File: config.mk
export PLATFORM = sky130hd
export DESIGN_NAME = median_filter_top
export DESIGN_NICKNAME = d
export VERILOG_FILES = /design/src/hw/median_pkg.sv /design/src/hw/sort_node.sv /design/src/hw/median_network.sv /design/src/hw/line_buffer.sv /design/src/hw/window_generator.sv /design/src/hw/median_stage.sv /design/src/hw/median_filter_top.sv
export VERILOG_INCLUDE_DIRS = /design/src /design/src/hw
export SDC_FILE = /design/constraint.sdc
export NUM_CORES = 1
export LEC_CHECK = 0
export BUFFER_PORTS_ARGS = -buffer_cell sky130_fd_sc_hd__buf_4
export CORE_MARGIN = 2
export CORE_UTILIZATION = 65
export DETAILED_ROUTE_END_ITERATION = 8
export PLACE_DENSITY = 0.82
export SYNTH_ARGS = -nofsm -noshare
export SYNTH_HDL_FRONTEND = slang
export SYNTH_SLANG_ARGS = --single-unit
File: constraint.sdc
create_clock -name clk -period 33.9 [get_ports clk]
set_input_delay 6.78 -clock clk [delete_from_list [all_inputs] [get_ports clk]]
set_output_delay 6.78 -clock clk [all_outputs]
set_load 0.005 [all_outputs]
File: src/hw/median_cfg.svh
`ifndef MEDIAN_CFG_SVH
`define MEDIAN_CFG_SVH

// image format of the filter

// bits per grayscale pixel
`define MF_PIXEL_WIDTH 8

// pixels per row, any value of 3 or more
`define MF_LINE_WIDTH 16

`endif

File: src/hw/median_pkg.sv
`default_nettype none

`include "median_cfg.svh"

package median_pkg;

    localparam int COL_W = $clog2(`MF_LINE_WIDTH);   // column index width

    typedef logic [`MF_PIXEL_WIDTH-1:0] pixel_t;
    typedef logic [COL_W-1:0]           col_idx_t;

    typedef struct packed {
        logic   valid;
        logic   sof;      // first pixel of a frame
        pixel_t data;
    } pix_stream_t;

    typedef struct packed {
        logic   valid;
        logic   win_ok;   // full 3x3 window ends here
        pixel_t top;      // two rows up
        pixel_t mid;      // one row up
        pixel_t bot;      // current row
    } pix_col_t;

    // one window column, ordered top >= mid >= bot once sorted
    typedef struct packed {
        pixel_t top;
        pixel_t mid;
        pixel_t bot;
    } pix_set_t;

    typedef struct packed {
        pix_set_t c1;     // oldest column
        pix_set_t c2;
        pix_set_t c3;     // newest column
    } pix_win_t;

    typedef struct packed {
        logic   valid;
        pixel_t data;
    } median_out_t;

    typedef enum logic [1:0] {FILL_ROW0, FILL_ROW1, STREAM} fill_state_e;

    typedef enum logic [1:0] {NODE_LO, NODE_HI, NODE_BOTH} node_mode_e;

endpackage

`default_nettype wire

File: src/hw/sort_node.sv
`timescale 1ns/1ps
`default_nettype none

module sort_node #(
    parameter median_pkg::node_mode_e mode = median_pkg::NODE_BOTH
) (
    input  wire median_pkg::pixel_t data_a,
    input  wire median_pkg::pixel_t data_b,
    output median_pkg::pixel_t      data_hi,
    output median_pkg::pixel_t      data_lo
);
    import median_pkg::*;

    logic   a_lt_b;
    pixel_t min_v;
    pixel_t max_v;

    assign a_lt_b = data_a < data_b;
    assign min_v  = a_lt_b ? data_a : data_b;   // ties go to data_b
    assign max_v  = a_lt_b ? data_b : data_a;

    // unselected side is tied low
    assign data_lo = (mode == NODE_HI) ? '0 : min_v;
    assign data_hi = (mode == NODE_LO) ? '0 : max_v;

endmodule

`default_nettype wire

File: src/hw/median_network.sv
`timescale 1ns/1ps
`default_nettype none

// Expects every column already sorted (top >= mid >= bot). The median is then
// the median of min(tops), median(mids) and max(bots).
module median_network (
    input  wire median_pkg::pix_win_t win,
    output median_pkg::pixel_t        median
);
    import median_pkg::*;

    pixel_t node_u0_lo;
    pixel_t node_u1_hi;
    pixel_t node_u1_lo;
    pixel_t node_u2_hi;
    pixel_t node_u3_lo;
    pixel_t node_u4_hi;
    pixel_t node_u5_hi;
    pixel_t node_u6_lo;
    pixel_t node_u7_hi;
    pixel_t node_u7_lo;
    pixel_t node_u8_hi;

    sort_node #(.mode(NODE_LO)) node_u0 (   // tops of c3, c2
        .data_a  (win.c3.top),
        .data_b  (win.c2.top),
        .data_hi (),
        .data_lo (node_u0_lo)
    );

    sort_node #(.mode(NODE_BOTH)) node_u1 (   // mids of c3, c2
        .data_a  (win.c3.mid),
        .data_b  (win.c2.mid),
        .data_hi (node_u1_hi),
        .data_lo (node_u1_lo)
    );

    sort_node #(.mode(NODE_HI)) node_u2 (   // bots of c2, c1
        .data_a  (win.c2.bot),
        .data_b  (win.c1.bot),
        .data_hi (node_u2_hi),
        .data_lo ()
    );

    sort_node #(.mode(NODE_LO)) node_u3 (   // min of all tops
        .data_a  (node_u0_lo),
        .data_b  (win.c1.top),
        .data_hi (),
        .data_lo (node_u3_lo)
    );

    sort_node #(.mode(NODE_HI)) node_u4 (
        .data_a  (node_u1_lo),
        .data_b  (win.c1.mid),
        .data_hi (node_u4_hi),
        .data_lo ()
    );

    sort_node #(.mode(NODE_HI)) node_u5 (   // max of all bots
        .data_a  (win.c3.bot),
        .data_b  (node_u2_hi),
        .data_hi (node_u5_hi),
        .data_lo ()
    );

    sort_node #(.mode(NODE_LO)) node_u6 (   // median of the mids
        .data_a  (node_u1_hi),
        .data_b  (node_u4_hi),
        .data_hi (),
        .data_lo (node_u6_lo)
    );

    // last three nodes take the median of the three candidates
    sort_node #(.mode(NODE_BOTH)) node_u7 (
        .data_a  (node_u3_lo),
        .data_b  (node_u6_lo),
        .data_hi (node_u7_hi),
        .data_lo (node_u7_lo)
    );

    sort_node #(.mode(NODE_HI)) node_u8 (
        .data_a  (node_u7_lo),
        .data_b  (node_u5_hi),
        .data_hi (node_u8_hi),
        .data_lo ()
    );

    sort_node #(.mode(NODE_LO)) node_u9 (
        .data_a  (node_u7_hi),
        .data_b  (node_u8_hi),
        .data_hi (),
        .data_lo (median)
    );

endmodule

`default_nettype wire

File: src/hw/line_buffer.sv
`timescale 1ns/1ps
`default_nettype none

`include "median_cfg.svh"

module line_buffer (
    input  wire logic                 clk,
    input  wire logic                 rst,
    input  wire logic                 wr_en,
    input  wire median_pkg::col_idx_t addr,
    input  wire median_pkg::pixel_t   wr_data,
    output median_pkg::pixel_t        row1,
    output median_pkg::pixel_t        row2
);
    import median_pkg::*;

    pixel_t mem_row1 [`MF_LINE_WIDTH];   // one row above
    pixel_t mem_row2 [`MF_LINE_WIDTH];   // two rows above

    // read before the write lands at this edge
    assign row1 = mem_row1[addr];
    assign row2 = mem_row2[addr];

    always_ff @(posedge clk)
    begin
        if (wr_en && !rst)   // contents frozen during reset
        begin
            mem_row2[addr] <= mem_row1[addr];   // both rows age together
            mem_row1[addr] <= wr_data;
        end
    end

endmodule

`default_nettype wire

File: src/hw/window_generator.sv
`timescale 1ns/1ps
`default_nettype none

`include "median_cfg.svh"

module window_generator (
    input  wire logic                    clk,
    input  wire logic                    rst,
    input  wire median_pkg::pix_stream_t pix_in,
    output logic                         lb_wr_en,
    output median_pkg::col_idx_t         lb_addr,
    output median_pkg::pixel_t           lb_wr_data,
    input  wire median_pkg::pixel_t      lb_row1,
    input  wire median_pkg::pixel_t      lb_row2,
    output median_pkg::pix_col_t         col
);
    import median_pkg::*;

    localparam col_idx_t LAST_COL = col_idx_t'(`MF_LINE_WIDTH - 1);

    fill_state_e state_q;         // doubles as the row position
    fill_state_e cur_state;
    fill_state_e row_end_state;
    col_idx_t    col_q;
    col_idx_t    cur_col;

    // sof puts this very pixel at row 0, column 0
    assign cur_state = pix_in.sof ? FILL_ROW0 : state_q;
    assign cur_col   = pix_in.sof ? '0 : col_q;

    always_comb
    begin
        case (cur_state)
            FILL_ROW0: row_end_state = FILL_ROW1;
            default:   row_end_state = STREAM;   // stays here until next sof
        endcase
    end

    assign lb_wr_en   = pix_in.valid;
    assign lb_addr    = cur_col;
    assign lb_wr_data = pix_in.data;

    always_ff @(posedge clk)
    begin
        if (rst)
        begin
            state_q <= FILL_ROW0;
            col_q   <= '0;
        end
        else if (pix_in.valid)
        begin
            if (cur_col == LAST_COL)
            begin
                col_q   <= '0;
                state_q <= row_end_state;
            end
            else
            begin
                col_q   <= cur_col + 1'b1;
                state_q <= cur_state;
            end
        end
    end

    always_ff @(posedge clk)
    begin
        if (rst)
        begin
            col.valid  <= 1'b0;
            col.win_ok <= 1'b0;
        end
        else
        begin
            col.valid  <= pix_in.valid;
            col.win_ok <= pix_in.valid && (cur_state == STREAM) && (cur_col >= col_idx_t'(2));
        end
        col.top <= lb_row2;
        col.mid <= lb_row1;
        col.bot <= pix_in.data;
    end

endmodule

`default_nettype wire

File: src/hw/median_stage.sv
`timescale 1ns/1ps
`default_nettype none

module median_stage (
    input  wire logic                 clk,
    input  wire logic                 rst,
    input  wire median_pkg::pix_col_t col,
    output median_pkg::median_out_t   med_out
);
    import median_pkg::*;

    pix_set_t col_sorted;
    pix_win_t win_q;
    logic     win_ok_q;
    pixel_t   median;

    // orders a column so the network sees top >= mid >= bot
    function automatic pix_set_t sort3(input pixel_t a, input pixel_t b, input pixel_t c);
        pixel_t   lo_ab;
        pixel_t   hi_ab;
        pix_set_t s;
        lo_ab = (a < b) ? a : b;
        hi_ab = (a < b) ? b : a;
        if (c >= hi_ab)
        begin
            s = '{top: c, mid: hi_ab, bot: lo_ab};
        end
        else if (c >= lo_ab)
        begin
            s = '{top: hi_ab, mid: c, bot: lo_ab};
        end
        else
        begin
            s = '{top: hi_ab, mid: lo_ab, bot: c};
        end
        return s;
    endfunction

    assign col_sorted = sort3(col.top, col.mid, col.bot);   // sorted once on entry

    always_ff @(posedge clk)
    begin
        if (col.valid)
        begin
            win_q.c1 <= win_q.c2;
            win_q.c2 <= win_q.c3;
            win_q.c3 <= col_sorted;
        end
    end

    median_network u_network (
        .win    (win_q),
        .median (median)
    );

    always_ff @(posedge clk)
    begin
        if (rst)
        begin
            win_ok_q      <= 1'b0;
            med_out.valid <= 1'b0;
        end
        else
        begin
            win_ok_q      <= col.valid && col.win_ok;
            med_out.valid <= win_ok_q;
        end
        med_out.data <= median;
    end

endmodule

`default_nettype wire

File: src/hw/median_filter_top.sv
`timescale 1ns/1ps
`default_nettype none

module median_filter_top (
    input  wire logic                    clk,
    input  wire logic                    rst,
    input  wire median_pkg::pix_stream_t pix_in,
    output median_pkg::median_out_t      med_out
);
    import median_pkg::*;

    logic     lb_wr_en;
    col_idx_t lb_addr;
    pixel_t   lb_wr_data;
    pixel_t   lb_row1;
    pixel_t   lb_row2;
    pix_col_t col;     // producer to consumer

    window_generator u_window_gen (
        .clk        (clk),
        .rst        (rst),
        .pix_in     (pix_in),
        .lb_wr_en   (lb_wr_en),
        .lb_addr    (lb_addr),
        .lb_wr_data (lb_wr_data),
        .lb_row1    (lb_row1),
        .lb_row2    (lb_row2),
        .col        (col)
    );

    line_buffer u_line_buffer (
        .clk     (clk),
        .rst     (rst),
        .wr_en   (lb_wr_en),
        .addr    (lb_addr),
        .wr_data (lb_wr_data),
        .row1    (lb_row1),
        .row2    (lb_row2)
    );

    median_stage u_median_stage (
        .clk     (clk),
        .rst     (rst),
        .col     (col),
        .med_out (med_out)
    );

endmodule

`default_nettype wire

==> qor.csv, run 1 <==
metric;value;unit
Hold WC Path Type;reg -> reg;
Critical path origin;u_median_stage.win_q[33];
CTS Sinks;370;
worst reg2reg path depth;49;
share of cells above drive strength 1;11.8;%
Slew Viols, Final;0;
HPWL Detailed;25500;um
GRT Resource Usage Total;28.3;%
Fillers;1717;
final non-filler cell area;19800;um2
CP Capture Type;flip-flop;
most frequent CP cell;ha_1;
Die X-Extent;170;um
Initial Utilization;66.4;%
vias;11602;
Final Critical Period;13.50;ns
Worst Hold Launch;u_window_gen.col[24];
CTS H-Tree Depth;2;
placed cells;1720;
Inserted Diodes;0;
ranking of synthesized cells by area;edfxtp_1 55%, ha_1 6.6%, mux2i_1 6.5%;
I/O pin count;21;
clock-pin slew on the worst setup and hold paths;0.06;ns
Post-Syn Nets;1506;
Met2 Wirelength;20700;um
flops & latches, synth;370;
crit path max-delay cell type;a211oi_1;
post-synth cell types;74;
required time at the worst-slack endpoint;34.30;ns
unrepaired setup endpoints after global routing;no;
num rows;60;
R2R setup slack;20.40;ns
Post-synth top cells;328 x edfxtp_1, 143 x a211oi_1, 117 x mux2i_1, 94 x ha_1, 92 x inv_1;
Logic pwr share;33.3;%
full die area;29000;um2
Setup violations, final;0;
post-CTS setup buffer count;0;
Avg Inst Size Synth;12.8;um2
Crit path largest cell delay;0.95;ns
Multi-input gate area;6690;um2
GRT overflow;0;
top sig layer;met4;
pwr/cell area;72.0;nW/um2
later-pin clock latency in the skew report;0.52;ns
number of synthesized flops with an enable pin;328;
status;finished, final reports clean;
Fin Setup TNS;0;ns
post-synth top area share;54.9;%
max cap viols;0;
WL met3;2230;um
ys flop type;edfxtp_1;
core box area;27000;um2
endpoints failing hold;0;
Sw Pwr;458;uW
vias in the first global route;11450;
Int Pwr;965;uW
CTS Buf Count;39;
VDD IR max;0.0000692;V
CP max FO;23;
first-pass GRT wire length;62100;um
RR Startpoint;u_median_stage.win_q[33];
met1 WL;16000;um
Via-to-Cell Ratio;6.48;
Post-CTS Hold Buffers;0;
largest area contributor in the netlist;edfxtp_1;
post_cts resized;0;
die height;170;um
Bufs on Longest Clock Path;3;
final WL;40500;um
kind of start point of the critical path;flip-flop;
Clk pwr share;29.5;%
First-pass DRT Iterations;5;
Post-DRT Antenna Nets;0;
Avg WL per Cell;22.6;um
fin crit share;39.8;%
initial antenna violation count;0;
non-filler instance count after layout;1791;
Slew @ Worst Pin;1.16;ns
pin count of the biggest net entering global routing;72;
Cell Area, Placed;18500;um2
Post-Syn Area;17900;um2
CTS tree;built;
# nets final;1526;
layout overhead on the synthesized area;10.2;%
routability cong.;0.899;
r2r endpoint;u_median_stage.med_out[0];
Seq pwr share;37.3;%
Fin Clk Skew;0.0135;ns
Post-Syn Instances;1400;
YS warnings;0;
Design Power;1420;uW
post-synthesis sequential area ratio;59.6;%
last element of the critical path;u_median_stage.med_out[0];
drt drc;0;
Synth async-reset ratio;0;%
most common cell in the synthesized netlist;edfxtp_1;
flip-flop and latch area;10700;um2
FMAX;0.0741;GHz
P_leak;0.00728;uW
worst endpoint data arrival time;13.91;ns
port bufs;20;
Rel. slew slack;22.2;%
DR iter-0 viols;944;
Sw Ratio;32.2;%
Clock Tree Root;clkbuf_16;
WS Path Type;reg -> reg;
==> layer usage <==
layer	vias up	track usage, %
met5	-	0
met4	0	11.6
met3	109	3.74
met2	406	50.3
met1	5692	35.1
li1	5395	-
==> cell type report <==
cell class | count | share of cell area (%)
timing repair buffer | 46 | 1.75
multi-input combinational | 870 | 33.9
tap | 341 | 2.16
inverter | 93 | 1.77
sequential | 370 | 54.1
clock buffer | 55 | 5.39
clock inverter | 16 | 1.00
==> kinds of logic (layout without fill, tap and decap cells) <==
logic type               Yosys count  count (layout)  synth area share (%)
AO/OA/AOI/OAI                    333             333                  12.9
buffers and inverters            160             210                  3.43
adder cells (fa/ha/maj)           98              98                  6.78
flip-flops                       370             370                  59.6
AND/OR/NAND/NOR                  289             289                  8.68
multiplexers                     150             150                  8.62
==> critical path, delay by kind of cell, from the launching register on <==
family / cells / cell delay, ns
buffers and inverters: 3 / 0.49
AND/OR/NAND/NOR: 14 / 2.74
multiplexers: 2 / 0.74
flip-flops: 1 / 0.48
adder cells (fa/ha/maj): 6 / 1.82
AO/OA/AOI/OAI: 24 / 7.10
==> power by group through the flow <==
stage          combinational (uW)  sequential [uW]  clock (uW)
3_3_place_gp                  458              540           0
2_1_floorplan                 356              537           0
6_report                      474              531         419
5_1_grt                       521              532         442
4_1_cts                       470              531         425
3_5_place_dp                  467              540           0
==> placed cells by master, fill, tap and decap left out, types with 17 or more instances in the layout <==
cell type  count
edfxtp_1     328
a211oi_1     143
mux2i_1      117
ha_1          94
inv_1         92
nor2b_1       78
a21oi_1       63
nand2_1       49
buf_4         46
nor2_1        45
o21ai_0       41
dfxtp_1       40
clkbuf_16     39
mux2_2        31
nand2b_1      20
or4_1         18
nor2_2        17
==> flip-flops by register name (all words and copies together), names as in the netlist <==
register	flops
u_median_stage.win_ok_q	1
u_window_gen.col_q	4
u_median_stage.med_out	9
u_window_gen.col	26
u_line_buffer.mem_row1	128
u_window_gen.state_q	2
u_line_buffer.mem_row2	128
u_median_stage.win_q	72
==> how the worst min path moves through the flow <==
stage	endpoint	slack, ns	cells after the start
after floorplan	u_median_stage.win_ok_q	0.40	2
after global placement	u_median_stage.med_out[8]	0.43	1
after detailed placement	u_median_stage.win_q[61]	0.44	0
after CTS	u_median_stage.win_ok_q	0.45	2
after global routing	u_median_stage.win_ok_q	0.45	2
final	u_median_stage.win_ok_q	0.44	2
==> stage by stage <==
step / worst slack, ns / hold slack (ns) / util (%)
2_1_floorplan: 22.09 / 0.395 / -
3_3_place_gp: 21.13 / 0.426 / 68.5
3_5_place_dp: 20.76 / 0.437 / 68.5
4_1_cts: 20.67 / 0.449 / 73.2
5_1_grt: 19.57 / 0.453 / 73.2
6_report: 20.40 / 0.442 / 73.2
Power figures use the tool's default switching activity.
==> inputs of run 2 (changes only) <==
--- a/config.mk
+++ b/config.mk
@@ -8,9 +8,9 @@
 export LEC_CHECK = 0
 export BUFFER_PORTS_ARGS = -buffer_cell sky130_fd_sc_hd__buf_4
 export CORE_MARGIN = 2
-export CORE_UTILIZATION = 65
+export CORE_UTILIZATION = 57
 export DETAILED_ROUTE_END_ITERATION = 8
-export PLACE_DENSITY = 0.82
+export PLACE_DENSITY = 0.76
 export SYNTH_ARGS = -nofsm -noshare
 export SYNTH_HDL_FRONTEND = slang
 export SYNTH_SLANG_ARGS = --single-unit
==> constraint.sdc (replaced) <==
create_clock -name clk -period 10.85 [get_ports clk]
set_input_delay 2.17 -clock clk [delete_from_list [all_inputs] [get_ports clk]]
set_output_delay 2.17 -clock clk [all_outputs]
set_load 0.005 [all_outputs]
==> run 2 against run 1 <==
Combinational power rose to 4.0 times the previous value. Highest routed layer unchanged. Critical path depth rose by 5. Maximum frequency rose by 25%. Register-to-register slack got worse by 20 ns. Clock skew rose by 0.012 ns. Critical path type unchanged. Sequential share of layout area fell by 2.7 points.
==> qor.csv, run 2 (synthesis gave the netlist of run 1 again) <==
metric;value;unit;change
Rel. slew slack;16.1;%;-6.1 points
layout overhead on the synthesized area;16.1;%;
kind of start point of the critical path;flip-flop;;
Avg WL per Cell;21.5;um;-4.7%
clock-pin slew on the worst setup and hold paths;0.06;ns;about the same
num rows;64;;+6.7%
final WL;41200;um;+1.6%
vias in the first global route;11575;;+1.1%
CP Capture Type;flip-flop;;
GRT Resource Usage Total;24.8;%;-3.5 points
vias;11834;;+2.0%
full die area;32900;um2;+14%
Die X-Extent;181;um;+6.6%
drt drc;0;;unchanged
VDD IR max;0.000204;V;+190%
FMAX;0.0927;GHz;+25%
Inserted Diodes;0;;unchanged
Fin Clk Skew;0.0251;ns;+0.0117 ns
CTS Sinks;370;;unchanged
Via-to-Cell Ratio;6.19;;-4.4%
Initial Utilization;58.2;%;-8.2 points
Slew @ Worst Pin;1.26;ns;+0.0969 ns
placed cells;1801;;+4.7%
DR iter-0 viols;788;;-17%
Top Registers;u_line_buffer.mem_row1 (128), u_line_buffer.mem_row2 (128), u_median_stage.win_q (72);;
WS Path Type;reg -> reg;;
Final Critical Period;10.78;ns;-2.72 ns
share of cells above drive strength 1;20.3;%;+8.5 points
port bufs;20;;unchanged
Clock Tree Root;clkbuf_16;;
Post-DRT Antenna Nets;0;;unchanged
core box area;30800;um2;+14%
die height;181;um;+6.6%
setup slack after layout;0.0659;ns;-20.33 ns
GRT overflow;0;;unchanged
Setup violations, final;0;;unchanged
required time at the worst-slack endpoint;11.30;ns;-23.00 ns
P_leak;0.00768;uW;+5.5%
pin count of the biggest net entering global routing;76;;+5.6%
dpl ws;-0.228;ns;-20.98 ns
# nets final;1589;;+4.1%
I/O pin count;21;;unchanged
Slew Viols, Final;0;;unchanged
max cap viols;0;;unchanged
initial antenna violation count;0;;unchanged
crit path max-delay cell type;a2111o_1;;
Design Power;4950;uW;+250%
most frequent cells in the layout;328 x edfxtp_1, 138 x a211oi_1, 112 x mux2i_1;;
CTS H-Tree Depth;2;;unchanged
First-pass DRT Iterations;7;;+2
routability cong.;0.907;;+0.82%
HPWL Detailed;25800;um;+0.90%
non-filler instance count after layout;1911;;+6.7%
later-pin clock latency in the skew report;0.55;ns;+0.03 ns
Crit path largest cell delay;0.48;ns;-0.47 ns
Post-CTS Hold Buffers;0;;unchanged
first-pass GRT wire length;63500;um;+2.3%
worst endpoint data arrival time;11.23;ns;-2.68 ns
Hold WC Path Type;reg -> reg;;
pwr/cell area;237;nW/um2;+230%
CTS Buf Count;40;;+2.6%
CP max FO;8;;-65%
CTS tree;built;;
commonest non-fill, non-tap cell in the layout;edfxtp_1;;
endpoints failing hold;0;;unchanged
status;finished, final reports clean;;
fin crit share;99.4;%;+60 points
unrepaired setup endpoints after global routing;yes;;
Bufs on Longest Clock Path;3;;unchanged
[run 2: metal layers]
metal,vias up,track usage [%],wire length [um]
li1,5531,-,-
met1,5775,31.3,16500
met2,409,43.9,20800
met3,119,3.17,2200
met4,0,9.01,1590
met5,-,0,0
[run 2: path summary, 6_finish.rpt]
path	startpoint	end	slack, ns	depth (start not counted)
worst max register to register	u_median_stage.win_q[33]	u_median_stage.med_out[3]	0.07	54
worst max-delay path	u_median_stage.win_q[33]	u_median_stage.med_out[3]	0.07	54
worst min-delay path	u_window_gen.col[24]	u_median_stage.win_ok_q	0.43	2
worst min register to register	u_window_gen.col[24]	u_median_stage.win_ok_q	0.43	2
[run 2: per-stage QoR]
stage          TNS, ns  instance area, um2  hold WS, ns  utilization [%]
2_1_floorplan        0               18100        0.395                -
3_3_place_gp         0               18900        0.418             61.2
3_5_place_dp     -1.57               18900        0.425             61.2
4_1_cts              0               20300        0.443             65.9
5_1_grt          -3.83               20800        0.451             67.6
6_report             0               20800        0.429             67.6
[run 2: repair_timing]
item / in CTS / in global routing
pin swaps: 5 / 34
gates resized for setup: 10 / 68
setup endpoints to repair: 8 / 8
buffers inserted: 3 / 31
cloned: 1 / 1
[run 2: final cells by class]
class                           count  area [um2]
Sequential cell                   370       10700
Multi-Input combinational cell    871        7090
Timing Repair Buffer              107         835
Clock inverter                     31         344
Tap cell                          396         495
Fill cell                        2115       10000
Inverter                           93         350
Clock buffer                       43        1020
[run 2: critical path: cells and delay by family (launching register included)]
kind / cells / cell delay (ns)
AOI/OAI and AO/OA: 26 / 5.59
and+or+nand+nor: 13 / 1.70
adders and majority gates: 6 / 1.52
DFF: 1 / 0.41
buffers and inverters: 7 / 0.95
muxes: 2 / 0.50
[run 2: where the power goes]
| part | internal, uW | switching [uW] | total [uW] |
|---|---|---|---|
| logic | 904 | 999 | 1900 |
| registers | 1620 | 37.6 | 1660 |
| clock network | 812 | 572 | 1380 |
| total | 3340 | 1610 | 4950 |
==> inputs of run 3 (changes only) <==
--- a/config.mk
+++ b/config.mk
@@ -6,6 +6,7 @@
 export SDC_FILE = /design/constraint.sdc
 export NUM_CORES = 1
 export LEC_CHECK = 0
+export ABC_AREA = 1
 export BUFFER_PORTS_ARGS = -buffer_cell sky130_fd_sc_hd__buf_4
 export CORE_MARGIN = 2
 export CORE_UTILIZATION = 57
==> run 3 against run 2 <==
Total power about the same. Critical path type unchanged. Worst hold slack worse by 0.014 ns. Clock skew down 0.0072 ns. Register-to-register slack better by 1.8 ns. Global-route usage increased by 0.66 points. Highest routed layer unchanged. Utilization decreased by 3.5 points. Largest power group unchanged. Final cell count rose by 6.9%.
==> qor.csv, run 3 <==
metric;value;unit;change
Fin Setup TNS;0;ns;unchanged
Avg WL per Cell;19.0;um;-12%
R2R setup slack;1.83;ns;+1.76 ns
Design Power;4950;uW;about the same
Clk pwr share;26.1;%;-1.9 points
number of synthesized flops with an enable pin;328;;unchanged
Avg Inst Size Synth;10.6;um2;-17%
Post-DRT Antenna Nets;0;;unchanged
ranking of synthesized cells by area;edfxtp_1 58%, ha_1 6.9%, o21ai_0 6.9%;;
layout overhead on the synthesized area;11.0;%;
Initial Utilization;57.7;%;-0.52 points
Bufs on Longest Clock Path;3;;unchanged
Buf/Inv on CP;4;;-3
flip-flop and latch area;10700;um2;about the same
status;finished, final reports clean;;
unrepaired setup endpoints after global routing;no;;
Critical path origin;u_median_stage.win_q[39];;
kind of start point of the critical path;flip-flop;;
DR iter-0 viols;1269;;+61%
critical path depth in cells;41;;-24%
GRT overflow;0;;unchanged
Rel. slew slack;37.1;%;+21 points
fin crit share;83.2;%;-16 points
VDD IR max;0.000264;V;+30%
first-pass GRT wire length;61000;um;-3.9%
num rows;63;;-1.6%
YS warnings;0;;unchanged
Hold WC Path Type;reg -> reg;;
Inserted Diodes;0;;unchanged
ys flop type;edfxtp_1;;
die height;177;um;-2.6%
CTS tree;built;;
post-synth cell types;35;;-53%
r2r endpoint;u_median_stage.med_out[6];;
non-filler instance count after layout;2043;;+6.9%
CTS H-Tree Depth;2;;unchanged
Sw Ratio;37.9;%;+5.4 points
Post-Syn Area;17000;um2;-5.2%
worst reg2reg path depth;41;;-24%
HPWL Detailed;23200;um;-10%
Setup violations, final;0;;unchanged
Post-CTS Hold Buffers;0;;unchanged
final non-filler cell area;18900;um2;-9.4%
post_cts resized;0;;-10
Logic pwr share;39.6;%;+1.1 points
CP max FO;31;;+23
placed cells;1974;;+9.6%
flops & latches, synth;370;;unchanged
Clock Tree Root;clkbuf_16;;
Crit path largest cell delay;0.52;ns;+0.04 ns
final WL;38900;um;-5.6%
post-synth top area share;57.9;%;+3.0 points
Fin Clk Skew;0.0179;ns;-0.00719 ns
Post-synth top cells;328 x edfxtp_1, 267 x nand2_1, 233 x o21ai_0, 195 x nor2_1, 133 x inv_1;;
RR Startpoint;u_median_stage.win_q[39];;
commonest non-fill, non-tap cell in the layout;edfxtp_1;;
drt drc;0;;unchanged
post-CTS setup buffer count;0;;-3
Post-Syn Instances;1603;;+14%
Final Critical Period;9.02;ns;-1.76 ns
later-pin clock latency in the skew report;0.55;ns;about the same
required time at the worst-slack endpoint;11.27;ns;-0.03 ns
I/O pin count;21;;unchanged
last element of the critical path;u_median_stage.med_out[6];;
Slew @ Worst Pin;0.944;ns;-0.313 ns
CP Capture Type;flip-flop;;
most common cell in the synthesized netlist;edfxtp_1;;
Slew Viols, Final;0;;unchanged
CTS Buf Count;38;;-5.0%
Multi-input gate area;5600;um2;-21%
crit path max-delay cell type;a211oi_1;;
routability cong.;0.934;;+3.1%
Sw Pwr;1880;uW;+17%
GRT Resource Usage Total;25.4;%;+0.66 points
Top Registers;u_line_buffer.mem_row1 (128), u_line_buffer.mem_row2 (128), u_median_stage.win_q (72);;
WS Path Type;reg -> reg;;
fin util;64.1;%;-3.5 points
pwr/cell area;262;nW/um2;+10%
Cell Area, Placed;17600;um2;-6.5%
largest area contributor in the netlist;edfxtp_1;;
Via-to-Cell Ratio;5.83;;-5.9%
CP top delay family;compound AO/OA/AOI/OAI gates;;
Synth async-reset ratio;0;%;unchanged
Int Pwr;3070;uW;-7.9%
post-synthesis sequential area ratio;62.9;%;+3.3 points
endpoints failing hold;0;;unchanged
clock-pin slew on the worst setup and hold paths;0.06;ns;about the same
pin count of the biggest net entering global routing;83;;+9.2%
Post-Syn Nets;1709;;+13%
worst endpoint data arrival time;9.44;ns;-1.79 ns
share of cells above drive strength 1;9.26;%;-11 points
max cap viols;0;;unchanged
First-pass DRT Iterations;5;;-2
core box area;29500;um2;-4.4%
vias;11911;;+0.65%
vias in the first global route;11578;;+0.026%
Seq pwr share;34.4;%;+0.9 points
FMAX;0.111;GHz;+19%
P_leak;0.00724;uW;-5.8%
full die area;31200;um2;-5.1%
# nets final;1730;;+8.9%
initial antenna violation count;0;;unchanged
Die X-Extent;177;um;-2.6%
most frequent cells in the layout;328 x edfxtp_1, 265 x nand2_1, 233 x o21ai_0;;
port bufs;20;;unchanged
CTS Sinks;370;;unchanged
Fillers;2237;;+5.8%
## run 3: cell types whose count changed after synthesis, sizes merged, moves of 45 or more
cell	before	now
nand2	49	291
o21ai	46	236
a211oi	143	8
nor2	62	195
mux2i	117	0
nor2b	78	0
o22ai	4	64
inv	92	137
## run 3: routing by layer
layer | wire [um] | vias up | global-route usage [%]
li1 | - | 5677 | -
met1 | 15700 | 5616 | 33.3
met2 | 18600 | 514 | 42.3
met3 | 3260 | 104 | 4.42
met4 | 1340 | 0 | 10.5
met5 | 0 | - | 0
## run 3: how the worst min path moves through the flow
stage                            start                        end  depth (start not counted)
2_1_floorplan  u_median_stage.win_ok_q  u_median_stage.med_out[8]                          2
3_3_place_gp   u_median_stage.win_ok_q  u_median_stage.med_out[8]                          2
3_5_place_dp   u_median_stage.win_ok_q  u_median_stage.med_out[8]                          2
4_1_cts        u_median_stage.win_ok_q  u_median_stage.med_out[8]                          2
5_1_grt        u_median_stage.win_ok_q  u_median_stage.med_out[8]                          2
6_report       u_median_stage.win_ok_q  u_median_stage.med_out[8]                          2
## run 3: through the flow
stage	hold WS (ns)	setup slack, ns
finish	0.415	1.83
global route	0.446	0.884
CTS	0.423	1.88
detailed placement	0.409	1.94
global placement	0.409	2.38
floorplan	0.388	2.86
## run 3: layout make-up
| type | count | share of cell area [%] |
|---|---|---|
| multi-input combinational | 1029 | 29.6 |
| sequential | 370 | 56.6 |
| timing repair buffer | 46 | 1.83 |
| inverter | 139 | 2.77 |
| tap | 390 | 2.58 |
| clock inverter | 18 | 1.11 |
| clock buffer | 51 | 5.45 |
## run 3: worst reg2reg max path, delay by kind of cell (launching register included)
family / cells / cell delay (ns)
flops: 1 / 0.40
simple gates: 15 / 1.70
compound gates: 16 / 4.25
buf+inv: 4 / 0.70
fa+ha+maj: 6 / 1.84
## run 3: power groups by stage
| stage | Clock (uW) | Combinational (uW) | Sequential [uW] |
|---|---|---|---|
| after floorplan | 0 | 1510 | 1720 |
| after global placement | 0 | 1850 | 1730 |
| after detailed placement | 0 | 1930 | 1730 |
| after CTS | 1310 | 1950 | 1700 |
| after global routing | 1360 | 2280 | 1710 |
| final | 1290 | 1960 | 1700 |
## run 3: logic make-up (layout without fill, tap and decap cells)
kind of cell | after synthesis | after routing | synth area share, %
and+or+nand+nor | 545 | 545 | 13.2
adders and majority gates | 94 | 94 | 6.91
AOI/OAI and AO/OA | 388 | 388 | 12.4
xor gates and xnor gates | 2 | 2 | 0.103
buffers and inverters | 204 | 254 | 4.52
DFF | 370 | 370 | 62.9
